### config.mk
export PLATFORM = sky130hd
export DESIGN_NAME = cnn_engine_top
export DESIGN_NICKNAME = d
export VERILOG_FILES = /design/src/common/cnn_pkg.sv /design/src/source/cnn_engine_top.sv /design/src/source/layer_ctrl.sv /design/src/source/maxpool2x2.sv /design/src/source/conv3x3_mac.sv /design/src/source/window_buffer.sv /design/src/source/window_addr_gen.sv
export VERILOG_INCLUDE_DIRS = /design/src /design/src/common
export SDC_FILE = /design/constraint.sdc
export NUM_CORES = 2
export LEC_CHECK = 0
export BUFFER_PORTS_ARGS = -buffer_cell sky130_fd_sc_hd__buf_2
export CORE_MARGIN = 2
export CORE_UTILIZATION = 55
export CTS_CLUSTER_DIAMETER = 120
export CTS_CLUSTER_SIZE = 12
export DETAILED_ROUTE_END_ITERATION = 7
export PLACE_DENSITY = 0.79
export SKIP_CTS_REPAIR_TIMING = 1
export SLEW_MARGIN = 30
export SYNTH_ARGS = -nofsm -noshare
export SYNTH_HDL_FRONTEND = slang
export SYNTH_HIERARCHICAL = 1
export SYNTH_SLANG_ARGS = --single-unit
export TNS_END_PERCENT = 10
### constraint.sdc
create_clock -name CLK -period 16.36 [get_ports CLK]
set_input_delay 4.908 -clock CLK [delete_from_list [all_inputs] [get_ports CLK]]
set_output_delay 4.908 -clock CLK [all_outputs]
set_load 0.03 [all_outputs]
### src/common/cnn_cfg.svh
`ifndef CNN_CFG_SVH
`define CNN_CFG_SVH

// word and address widths
`define CNN_DATA_W 16
`define CNN_ADDR_W 8

// taps per window
`define CNN_KERNEL_TAPS 9
`define CNN_POOL_TAPS 4

// memory layout, word addresses
`define CNN_KERNEL1_BASE 0
`define CNN_KERNEL2_BASE 9
`define CNN_IMG_BASE 18
`define CNN_ROW_STRIDE 10

// last top-left index in each direction
`define CNN_L1_CONV_LAST 7
`define CNN_L2_CONV_LAST 1
`define CNN_L1_POOL_LAST 6
`define CNN_L2_POOL_LAST 0

`endif
### src/common/cnn_pkg.sv
`default_nettype none

`include "cnn_cfg.svh"

package cnn_pkg;

    typedef logic [`CNN_DATA_W-1:0] pixel_t;
    typedef logic [`CNN_ADDR_W-1:0] mem_addr_t;

    // window corner index and tap number
    typedef logic [3:0] pos_t;
    typedef logic [3:0] tap_t;

    typedef enum logic [2:0] {
        IDLE,
        LOAD_KERNEL,
        CONV_GATHER,
        CONV_WAIT,
        CONV_WRITE,
        POOL_GATHER,
        POOL_WRITE,
        DONE
    } ctrl_state_e;

    typedef enum logic [2:0] {
        KERNEL_TAP,
        CONV_TAP,
        POOL_TAP,
        CONV_RESULT,
        POOL_RESULT
    } addr_sel_e;

    // strobe-and-ack bus request
    typedef struct packed {
        logic      stb;
        logic      we;
        mem_addr_t addr;
        pixel_t    wdata;
    } mem_req_t;

    typedef struct packed {
        logic layer;
        pos_t row;
        pos_t col;
    } win_pos_t;

endpackage

`default_nettype wire

### src/source/cnn_engine_top.sv
`default_nettype none

`include "cnn_cfg.svh"

module cnn_engine_top
    import cnn_pkg::*;
(
    input  wire logic   CLK,
    input  wire logic   rst_i,
    input  wire logic   start_i,
    input  wire logic   mem_ack_i,
    input  wire pixel_t mem_rdata_i,
    output mem_req_t    mem_req_o,
    output logic        busy_o,
    output logic        done_o
);

    win_pos_t  pos;
    addr_sel_e addr_sel;
    tap_t      tap;
    mem_addr_t addr;
    logic      kernel_load;
    logic      window_load;
    pixel_t    conv_result;
    pixel_t    pool_result;
    pixel_t    kernel [`CNN_KERNEL_TAPS];
    pixel_t    window [`CNN_KERNEL_TAPS];

    layer_ctrl u_ctrl (
        .CLK           (CLK),
        .rst_i         (rst_i),
        .start_i       (start_i),
        .mem_ack_i     (mem_ack_i),
        .addr_i        (addr),
        .conv_result_i (conv_result),
        .pool_result_i (pool_result),
        .pos_o         (pos),
        .addr_sel_o    (addr_sel),
        .tap_o         (tap),
        .kernel_load_o (kernel_load),
        .window_load_o (window_load),
        .mem_req_o     (mem_req_o),
        .busy_o        (busy_o),
        .done_o        (done_o)
    );

    window_addr_gen u_addr (
        .pos_i  (pos),
        .sel_i  (addr_sel),
        .tap_i  (tap),
        .addr_o (addr)
    );

    window_buffer u_buf (
        .CLK           (CLK),
        .kernel_load_i (kernel_load),
        .window_load_i (window_load),
        .tap_i         (tap),
        .rdata_i       (mem_rdata_i),
        .kernel_o      (kernel),
        .window_o      (window)
    );

    conv3x3_mac u_mac (
        .CLK      (CLK),
        .kernel_i (kernel),
        .window_i (window),
        .result_o (conv_result)
    );

    maxpool2x2 u_pool (
        .window_i (window),
        .result_o (pool_result)
    );

endmodule

`default_nettype wire

### src/source/layer_ctrl.sv
`default_nettype none

`include "cnn_cfg.svh"

module layer_ctrl
    import cnn_pkg::*;
(
    input  wire logic      CLK,
    input  wire logic      rst_i,
    input  wire logic      start_i,
    input  wire logic      mem_ack_i,
    input  wire mem_addr_t addr_i,
    input  wire pixel_t    conv_result_i,
    input  wire pixel_t    pool_result_i,
    output win_pos_t       pos_o,
    output addr_sel_e      addr_sel_o,
    output tap_t           tap_o,
    output logic           kernel_load_o,
    output logic           window_load_o,
    output mem_req_t       mem_req_o,
    output logic           busy_o,
    output logic           done_o
);

    ctrl_state_e state_q;
    ctrl_state_e gather_next;
    win_pos_t    pos_q;
    tap_t        tap_q;
    tap_t        last_tap;
    pos_t        pass_last;
    pos_t        step;
    logic        ack_q;
    logic        stb;
    logic        ack;
    logic        col_end;
    logic        pass_end;
    logic        is_write;
    logic        is_gather;

    assign is_write  = (state_q == CONV_WRITE) || (state_q == POOL_WRITE);
    assign is_gather = (state_q == CONV_GATHER) || (state_q == POOL_GATHER);

    // strobe drops for one cycle after every ack
    assign stb = (is_write || is_gather || state_q == LOAD_KERNEL) && !ack_q;
    assign ack = stb && mem_ack_i;

    assign last_tap = (state_q == POOL_GATHER) ? tap_t'(`CNN_POOL_TAPS - 1)
                                               : tap_t'(`CNN_KERNEL_TAPS - 1);

    always_comb begin
        if (state_q == POOL_WRITE) begin
            pass_last = pos_q.layer ? pos_t'(`CNN_L2_POOL_LAST) : pos_t'(`CNN_L1_POOL_LAST);
            step      = pos_t'(2);
        end else begin
            pass_last = pos_q.layer ? pos_t'(`CNN_L2_CONV_LAST) : pos_t'(`CNN_L1_CONV_LAST);
            step      = pos_t'(1);
        end
    end

    assign col_end  = (pos_q.col == pass_last);
    assign pass_end = col_end && (pos_q.row == pass_last);

    always_comb begin
        case (state_q)
            LOAD_KERNEL: gather_next = CONV_GATHER;
            CONV_GATHER: gather_next = CONV_WAIT;
            default:     gather_next = POOL_WRITE;
        endcase
    end

    always_ff @(posedge CLK) begin
        if (rst_i) begin
            state_q <= IDLE;
            pos_q   <= '0;
            tap_q   <= '0;
            ack_q   <= 1'b0;
        end else begin
            ack_q <= ack;
            // row-major window step after each result write
            if (ack && is_write) begin
                if (!col_end) begin
                    pos_q.col <= pos_q.col + step;
                end else begin
                    pos_q.col <= '0;
                    pos_q.row <= pass_end ? pos_t'(0) : pos_q.row + step;
                end
            end
            case (state_q)
                IDLE: begin
                    if (start_i) begin
                        state_q <= LOAD_KERNEL;
                        pos_q   <= '0;
                        tap_q   <= '0;
                    end
                end
                LOAD_KERNEL, CONV_GATHER, POOL_GATHER: begin
                    if (ack) begin
                        if (tap_q == last_tap) begin
                            tap_q   <= '0;
                            state_q <= gather_next;
                        end else begin
                            tap_q <= tap_q + 1'b1;
                        end
                    end
                end
                // mac register picks up the last tap here
                CONV_WAIT: state_q <= CONV_WRITE;
                CONV_WRITE: begin
                    if (ack) begin
                        state_q <= pass_end ? POOL_GATHER : CONV_GATHER;
                    end
                end
                POOL_WRITE: begin
                    if (ack) begin
                        if (!pass_end) begin
                            state_q <= POOL_GATHER;
                        end else if (!pos_q.layer) begin
                            state_q     <= LOAD_KERNEL;
                            pos_q.layer <= 1'b1;
                        end else begin
                            state_q <= DONE;
                        end
                    end
                end
                DONE:    state_q <= IDLE;
                default: state_q <= IDLE;
            endcase
        end
    end

    always_comb begin
        case (state_q)
            CONV_GATHER:           addr_sel_o = CONV_TAP;
            CONV_WAIT, CONV_WRITE: addr_sel_o = CONV_RESULT;
            POOL_GATHER:           addr_sel_o = POOL_TAP;
            POOL_WRITE:            addr_sel_o = POOL_RESULT;
            default:               addr_sel_o = KERNEL_TAP;
        endcase
    end

    assign pos_o         = pos_q;
    assign tap_o         = tap_q;
    assign kernel_load_o = ack && (state_q == LOAD_KERNEL);
    assign window_load_o = ack && is_gather;

    assign mem_req_o.stb   = stb;
    assign mem_req_o.we    = is_write;
    assign mem_req_o.addr  = addr_i;
    assign mem_req_o.wdata = (state_q == POOL_WRITE) ? pool_result_i : conv_result_i;

    assign busy_o = (state_q != IDLE);
    assign done_o = (state_q == DONE);

endmodule

`default_nettype wire

### src/source/maxpool2x2.sv
`default_nettype none

`include "cnn_cfg.svh"

module maxpool2x2
    import cnn_pkg::*;
(
    input  wire pixel_t window_i [`CNN_KERNEL_TAPS],
    output pixel_t      result_o
);

    pixel_t upper_max;
    pixel_t lower_max;

    function automatic pixel_t signed_max(input pixel_t a, input pixel_t b);
        return ($signed(a) > $signed(b)) ? a : b;
    endfunction

    // taps 0,1 are the upper row and 2,3 the lower
    assign upper_max = signed_max(window_i[0], window_i[1]);
    assign lower_max = signed_max(window_i[2], window_i[3]);
    assign result_o  = signed_max(upper_max, lower_max);

endmodule

`default_nettype wire

### src/source/conv3x3_mac.sv
`default_nettype none

`include "cnn_cfg.svh"

module conv3x3_mac
    import cnn_pkg::*;
(
    input  wire logic   CLK,
    input  wire pixel_t kernel_i [`CNN_KERNEL_TAPS],
    input  wire pixel_t window_i [`CNN_KERNEL_TAPS],
    output pixel_t      result_o
);

    logic signed [2*`CNN_DATA_W-1:0] products [`CNN_KERNEL_TAPS];
    pixel_t                          sum;

    // full-width signed products
    always_comb begin
        for (int i = 0; i < `CNN_KERNEL_TAPS; i++) begin
            products[i] = $signed(kernel_i[i]) * $signed(window_i[i]);
        end
    end

    // sum wraps at the data width
    always_comb begin
        sum = '0;
        for (int i = 0; i < `CNN_KERNEL_TAPS; i++) begin
            sum = sum + products[i][`CNN_DATA_W-1:0];
        end
    end

    // loaded every cycle, valid one cycle after the last tap lands
    always_ff @(posedge CLK) begin
        result_o <= sum;
    end

endmodule

`default_nettype wire

### src/source/window_buffer.sv
`default_nettype none

`include "cnn_cfg.svh"

module window_buffer
    import cnn_pkg::*;
(
    input  wire logic   CLK,
    input  wire logic   kernel_load_i,
    input  wire logic   window_load_i,
    input  wire tap_t   tap_i,
    input  wire pixel_t rdata_i,
    output pixel_t      kernel_o [`CNN_KERNEL_TAPS],
    output pixel_t      window_o [`CNN_KERNEL_TAPS]
);

    pixel_t kernel_q [`CNN_KERNEL_TAPS];
    pixel_t window_q [`CNN_KERNEL_TAPS];
    logic   tap_ok;

    assign tap_ok = (tap_i < tap_t'(`CNN_KERNEL_TAPS));

    // kernel stays put for the whole layer
    always_ff @(posedge CLK) begin
        if (kernel_load_i && tap_ok) begin
            kernel_q[tap_i] <= rdata_i;
        end
    end

    // refilled per window, pooling only uses taps 0 to 3
    always_ff @(posedge CLK) begin
        if (window_load_i && tap_ok) begin
            window_q[tap_i] <= rdata_i;
        end
    end

    always_comb begin
        for (int i = 0; i < `CNN_KERNEL_TAPS; i++) begin
            kernel_o[i] = kernel_q[i];
            window_o[i] = window_q[i];
        end
    end

endmodule

`default_nettype wire

### src/source/window_addr_gen.sv
`default_nettype none

`include "cnn_cfg.svh"

module window_addr_gen
    import cnn_pkg::*;
(
    input  wire win_pos_t  pos_i,
    input  wire addr_sel_e sel_i,
    input  wire tap_t      tap_i,
    output mem_addr_t      addr_o
);

    mem_addr_t row;
    mem_addr_t col;
    mem_addr_t kernel_base;
    mem_addr_t img_addr;

    // image coordinate of the word being accessed
    always_comb begin
        row = mem_addr_t'(pos_i.row);
        col = mem_addr_t'(pos_i.col);
        case (sel_i)
            CONV_TAP: begin
                row = row + mem_addr_t'(tap_i / 4'd3);
                col = col + mem_addr_t'(tap_i % 4'd3);
            end
            POOL_TAP: begin
                row = row + mem_addr_t'(tap_i / 4'd2);
                col = col + mem_addr_t'(tap_i % 4'd2);
            end
            // pooled block packs into the top-left corner
            POOL_RESULT: begin
                row = row >> 1;
                col = col >> 1;
            end
            default: begin
                row = mem_addr_t'(pos_i.row);
                col = mem_addr_t'(pos_i.col);
            end
        endcase
    end

    assign kernel_base = pos_i.layer ? mem_addr_t'(`CNN_KERNEL2_BASE)
                                     : mem_addr_t'(`CNN_KERNEL1_BASE);

    assign img_addr = mem_addr_t'(`CNN_IMG_BASE) + row * mem_addr_t'(`CNN_ROW_STRIDE) + col;

    assign addr_o = (sel_i == KERNEL_TAP) ? kernel_base + mem_addr_t'(tap_i) : img_addr;

endmodule

`default_nettype wire

==> results.json <==
{
  "status": "finished, final reports clean",
  "ctsRootBufferMaster": "clkbuf_16",
  "antenna_found_initial": 4,
  "placed_cell_area_sq_um": 52850,
  "rsz0062_at_grt": "no",
  "stdcell_count": 6379,
  "synthCells": 5166,
  "io_pins": 48,
  "cts_sinks": 321,
  "grt_pass1_wl_um": 215400,
  "cts_tree": "built",
  "overflow": 0,
  "dp_hpwl_um": 109100,
  "finalHoldWorstSlack_ns": 0.5482,
  "hold_path.class": "reg -> reg",
  "place_congestion": 0.9319,
  "dp_slack_ns": 4.253,
  "grt_max_degree": 27,
  "worst_slack_ns": 3.464,
  "synth_nets": 6622,
  "drc": 0,
  "ys_async_sr_fraction": 0,
  "worst_ep_required_time_ns": 11.45,
  "synth-edff-count": 288,
  "nets": 6557,
  "slowest_delay_ns": 0.81,
  "critPathTopFamily": "adder cells",
  "first_global_vias": 37237,
  "yosys_warnings": 6,
  "layout_min_cycle_time_ns": 12.90,
  "diodes": 0,
  "fin_crit_sh": 0.7882,
  "htreeDepth": 1,
  "synth-simple-area-share": 0.1403,
  "die_y_um": 310.2,
  "synth-seq-area-share": 0.1805,
  "critPathCaptureType": "output port",
  "area_growth_pct": 4.172,
  "numCtsBuffers": 30,
  "die_w_um": 310.2,
  "grt_use_total": 0.2973,
  "synth_flop_cell": "edfxtp_1",
  "p_leak_nw": 25.95,
  "firstDrtPassIters": 6,
  "ys_types": 83,
  "synth_compound_area_frac": 0.02287,
  "synth_top_family_by_area": "adder cells",
  "crit_arrival_ns": 7.99,
  "max_clock_freq_ghz": 0.07755,
  "setup_viol": 0,
  "hold_viol": 0,
  "wl_per_cell_um": 21.49,
  "routed_wl_um": 137100,
  "fin_setup_tns_ns": 0,
  "port_buffers": 47,
  "synth-adder-area-share": 0.4818,
  "cap_viol_max_count": 0,
  "core_area_sq_um": 93190,
  "clockBufferDepth": 3,
  "critPathKind": "reg -> out",
  "synth_mux_area_frac": 0.01518,
  "start_util": 0.5535,
  "worstSetupStartpointType": "flip-flop",
  "clock_latency_ns": 0.62,
  "slew_violations": 0,
  "routed-via-count": 34956,
  "yosys.area_share.xor_xnor": 0.05555,
  "slowest_stage": "dfxtp_1",
  "ir_worst_vdd_mv": 0.6379,
  "p_total_mw": 6.793,
  "ys_seq_elements": 321,
  "final_util": 0.5766,
  "place_inst": 6322,
  "power.density_nw_per_um2": 126.4,
  "worstMarginPinSlew_ns": 1.006,
  "path_buf_inv": 5,
  "postRouteAntennaNets": 0,
  "viasPerCell": 5.480,
  "layout-drive-gt1-share": 0.03102,
  "syn_area_sq_um": 51580,
  "syn_area_per_cell_sq_um": 9.985,
  "clk_pin_slew_ns": 0.06,
  "die-area_sq_um": 96250,
  "slew_headroom": 0.3296,
  "dr.first_iter.drc_count": 3067,
  "skew_ns": 0.01947,
  "final_area_sq_um": 53730,
  "num_rows": 112,
  "critPathMaxFanout": 23,
  "cpMostUsedCell": "ha_1"
}
## worst paths after layout
kind | from | end | slack, ns | cells past startpoint
max | u_ctrl/tap_o[2] | mem_req_o[23] | 3.46 | 30
min | u_ctrl/pos_o[0] | u_ctrl/pos_o[0] | 0.55 | 2
max reg2reg | u_buf/window_q[3][1] | u_mac/result_o[15] | 6.62 | 27
min reg2reg | u_ctrl/pos_o[0] | u_ctrl/pos_o[0] | 0.55 | 2
## layer usage
layer / wire (um) / global-route usage / part of all wire
met1: 52020 / 0.3821 / 0.38
met2: 64640 / 0.4837 / 0.47
met3: 13080 / 0.06797 / 0.095
met4: 7357 / 0.1299 / 0.054
met5: 13 / 0 / 0.000095
## cells in the final DEF (no fill, tap or decap), types with 23 or more instances in the layout
cell / synthesis / final
xor2_1: 59 / 59
fa_1: 917 / 917
clkbuf_1: 133 / 24
o21ai_0: 28 / 27
and2_1: 586 / 586
mux2i_1: 52 / 52
buf_4: 14 / 27
a21oi_1: 63 / 63
dfxtp_1: 33 / 32
nand2_1: 677 / 677
clkbuf_16: 0 / 31
nor2b_1: 23 / 23
ha_1: 519 / 519
xnor2_1: 263 / 263
inv_1: 1222 / 1222
nor2_1: 53 / 53
edfxtp_1: 288 / 288
buf_2: 19 / 47
## area by class of cell
type                       count  area, sq um
sequential                   321         9310
timing repair buffer          75        449.2
inverter                    1222         4587
fill                        7645        39460
clock inverter                 1        5.005
clock buffer                  55        865.8
multi-input combinational   3451        36950
tap                         1254         1569
## tightest hold or removal path, stage by stage (launching register included)
cell and delay (ns):
dfxtp_1 0.36, nand2_1 0.08, a21oi_1 0.06
## synthesized netlist by cell type, types with 52 or more instances
cell	instances	share of area
mux2i_1	52	0.010
inv_1	1222	0.089
nand2_1	677	0.049
edfxtp_1	288	0.17
xnor2_1	263	0.045
xor2_1	59	0.010
and2_1	586	0.071
fa_1	917	0.36
a21oi_1	63	0.0061
nor2_1	53	0.0039
clkbuf_1	133	0.0097
ha_1	519	0.13
## kinds of logic (layout without fill, tap and decap cells)
group | after synthesis | in the layout
compound gates | 177 | 177
xor+xnor | 324 | 324
fa+ha+maj | 1436 | 1436
buf+inv | 1394 | 1353
flops | 321 | 321
mux | 75 | 75
simple gates | 1439 | 1439
## power breakdown
group | internal [mW] | switching (mW)
Sequential | 0.992 | 0.0308
Combinational | 2.05 | 3.04
Clock | 0.352 | 0.332
Total | 3.39 | 3.40
## state kept, by name, summed over array words and instances, names as in the netlist
signal / flops
u_ctrl/pos_o: 9
u_ctrl/tap_o: 4
u_mac/result_o: 16
u_ctrl/ack_q: 1
u_buf/kernel_q: 144
u_buf/window_q: 144
u_ctrl/state_q: 3
Power figures use the tool's default switching activity.
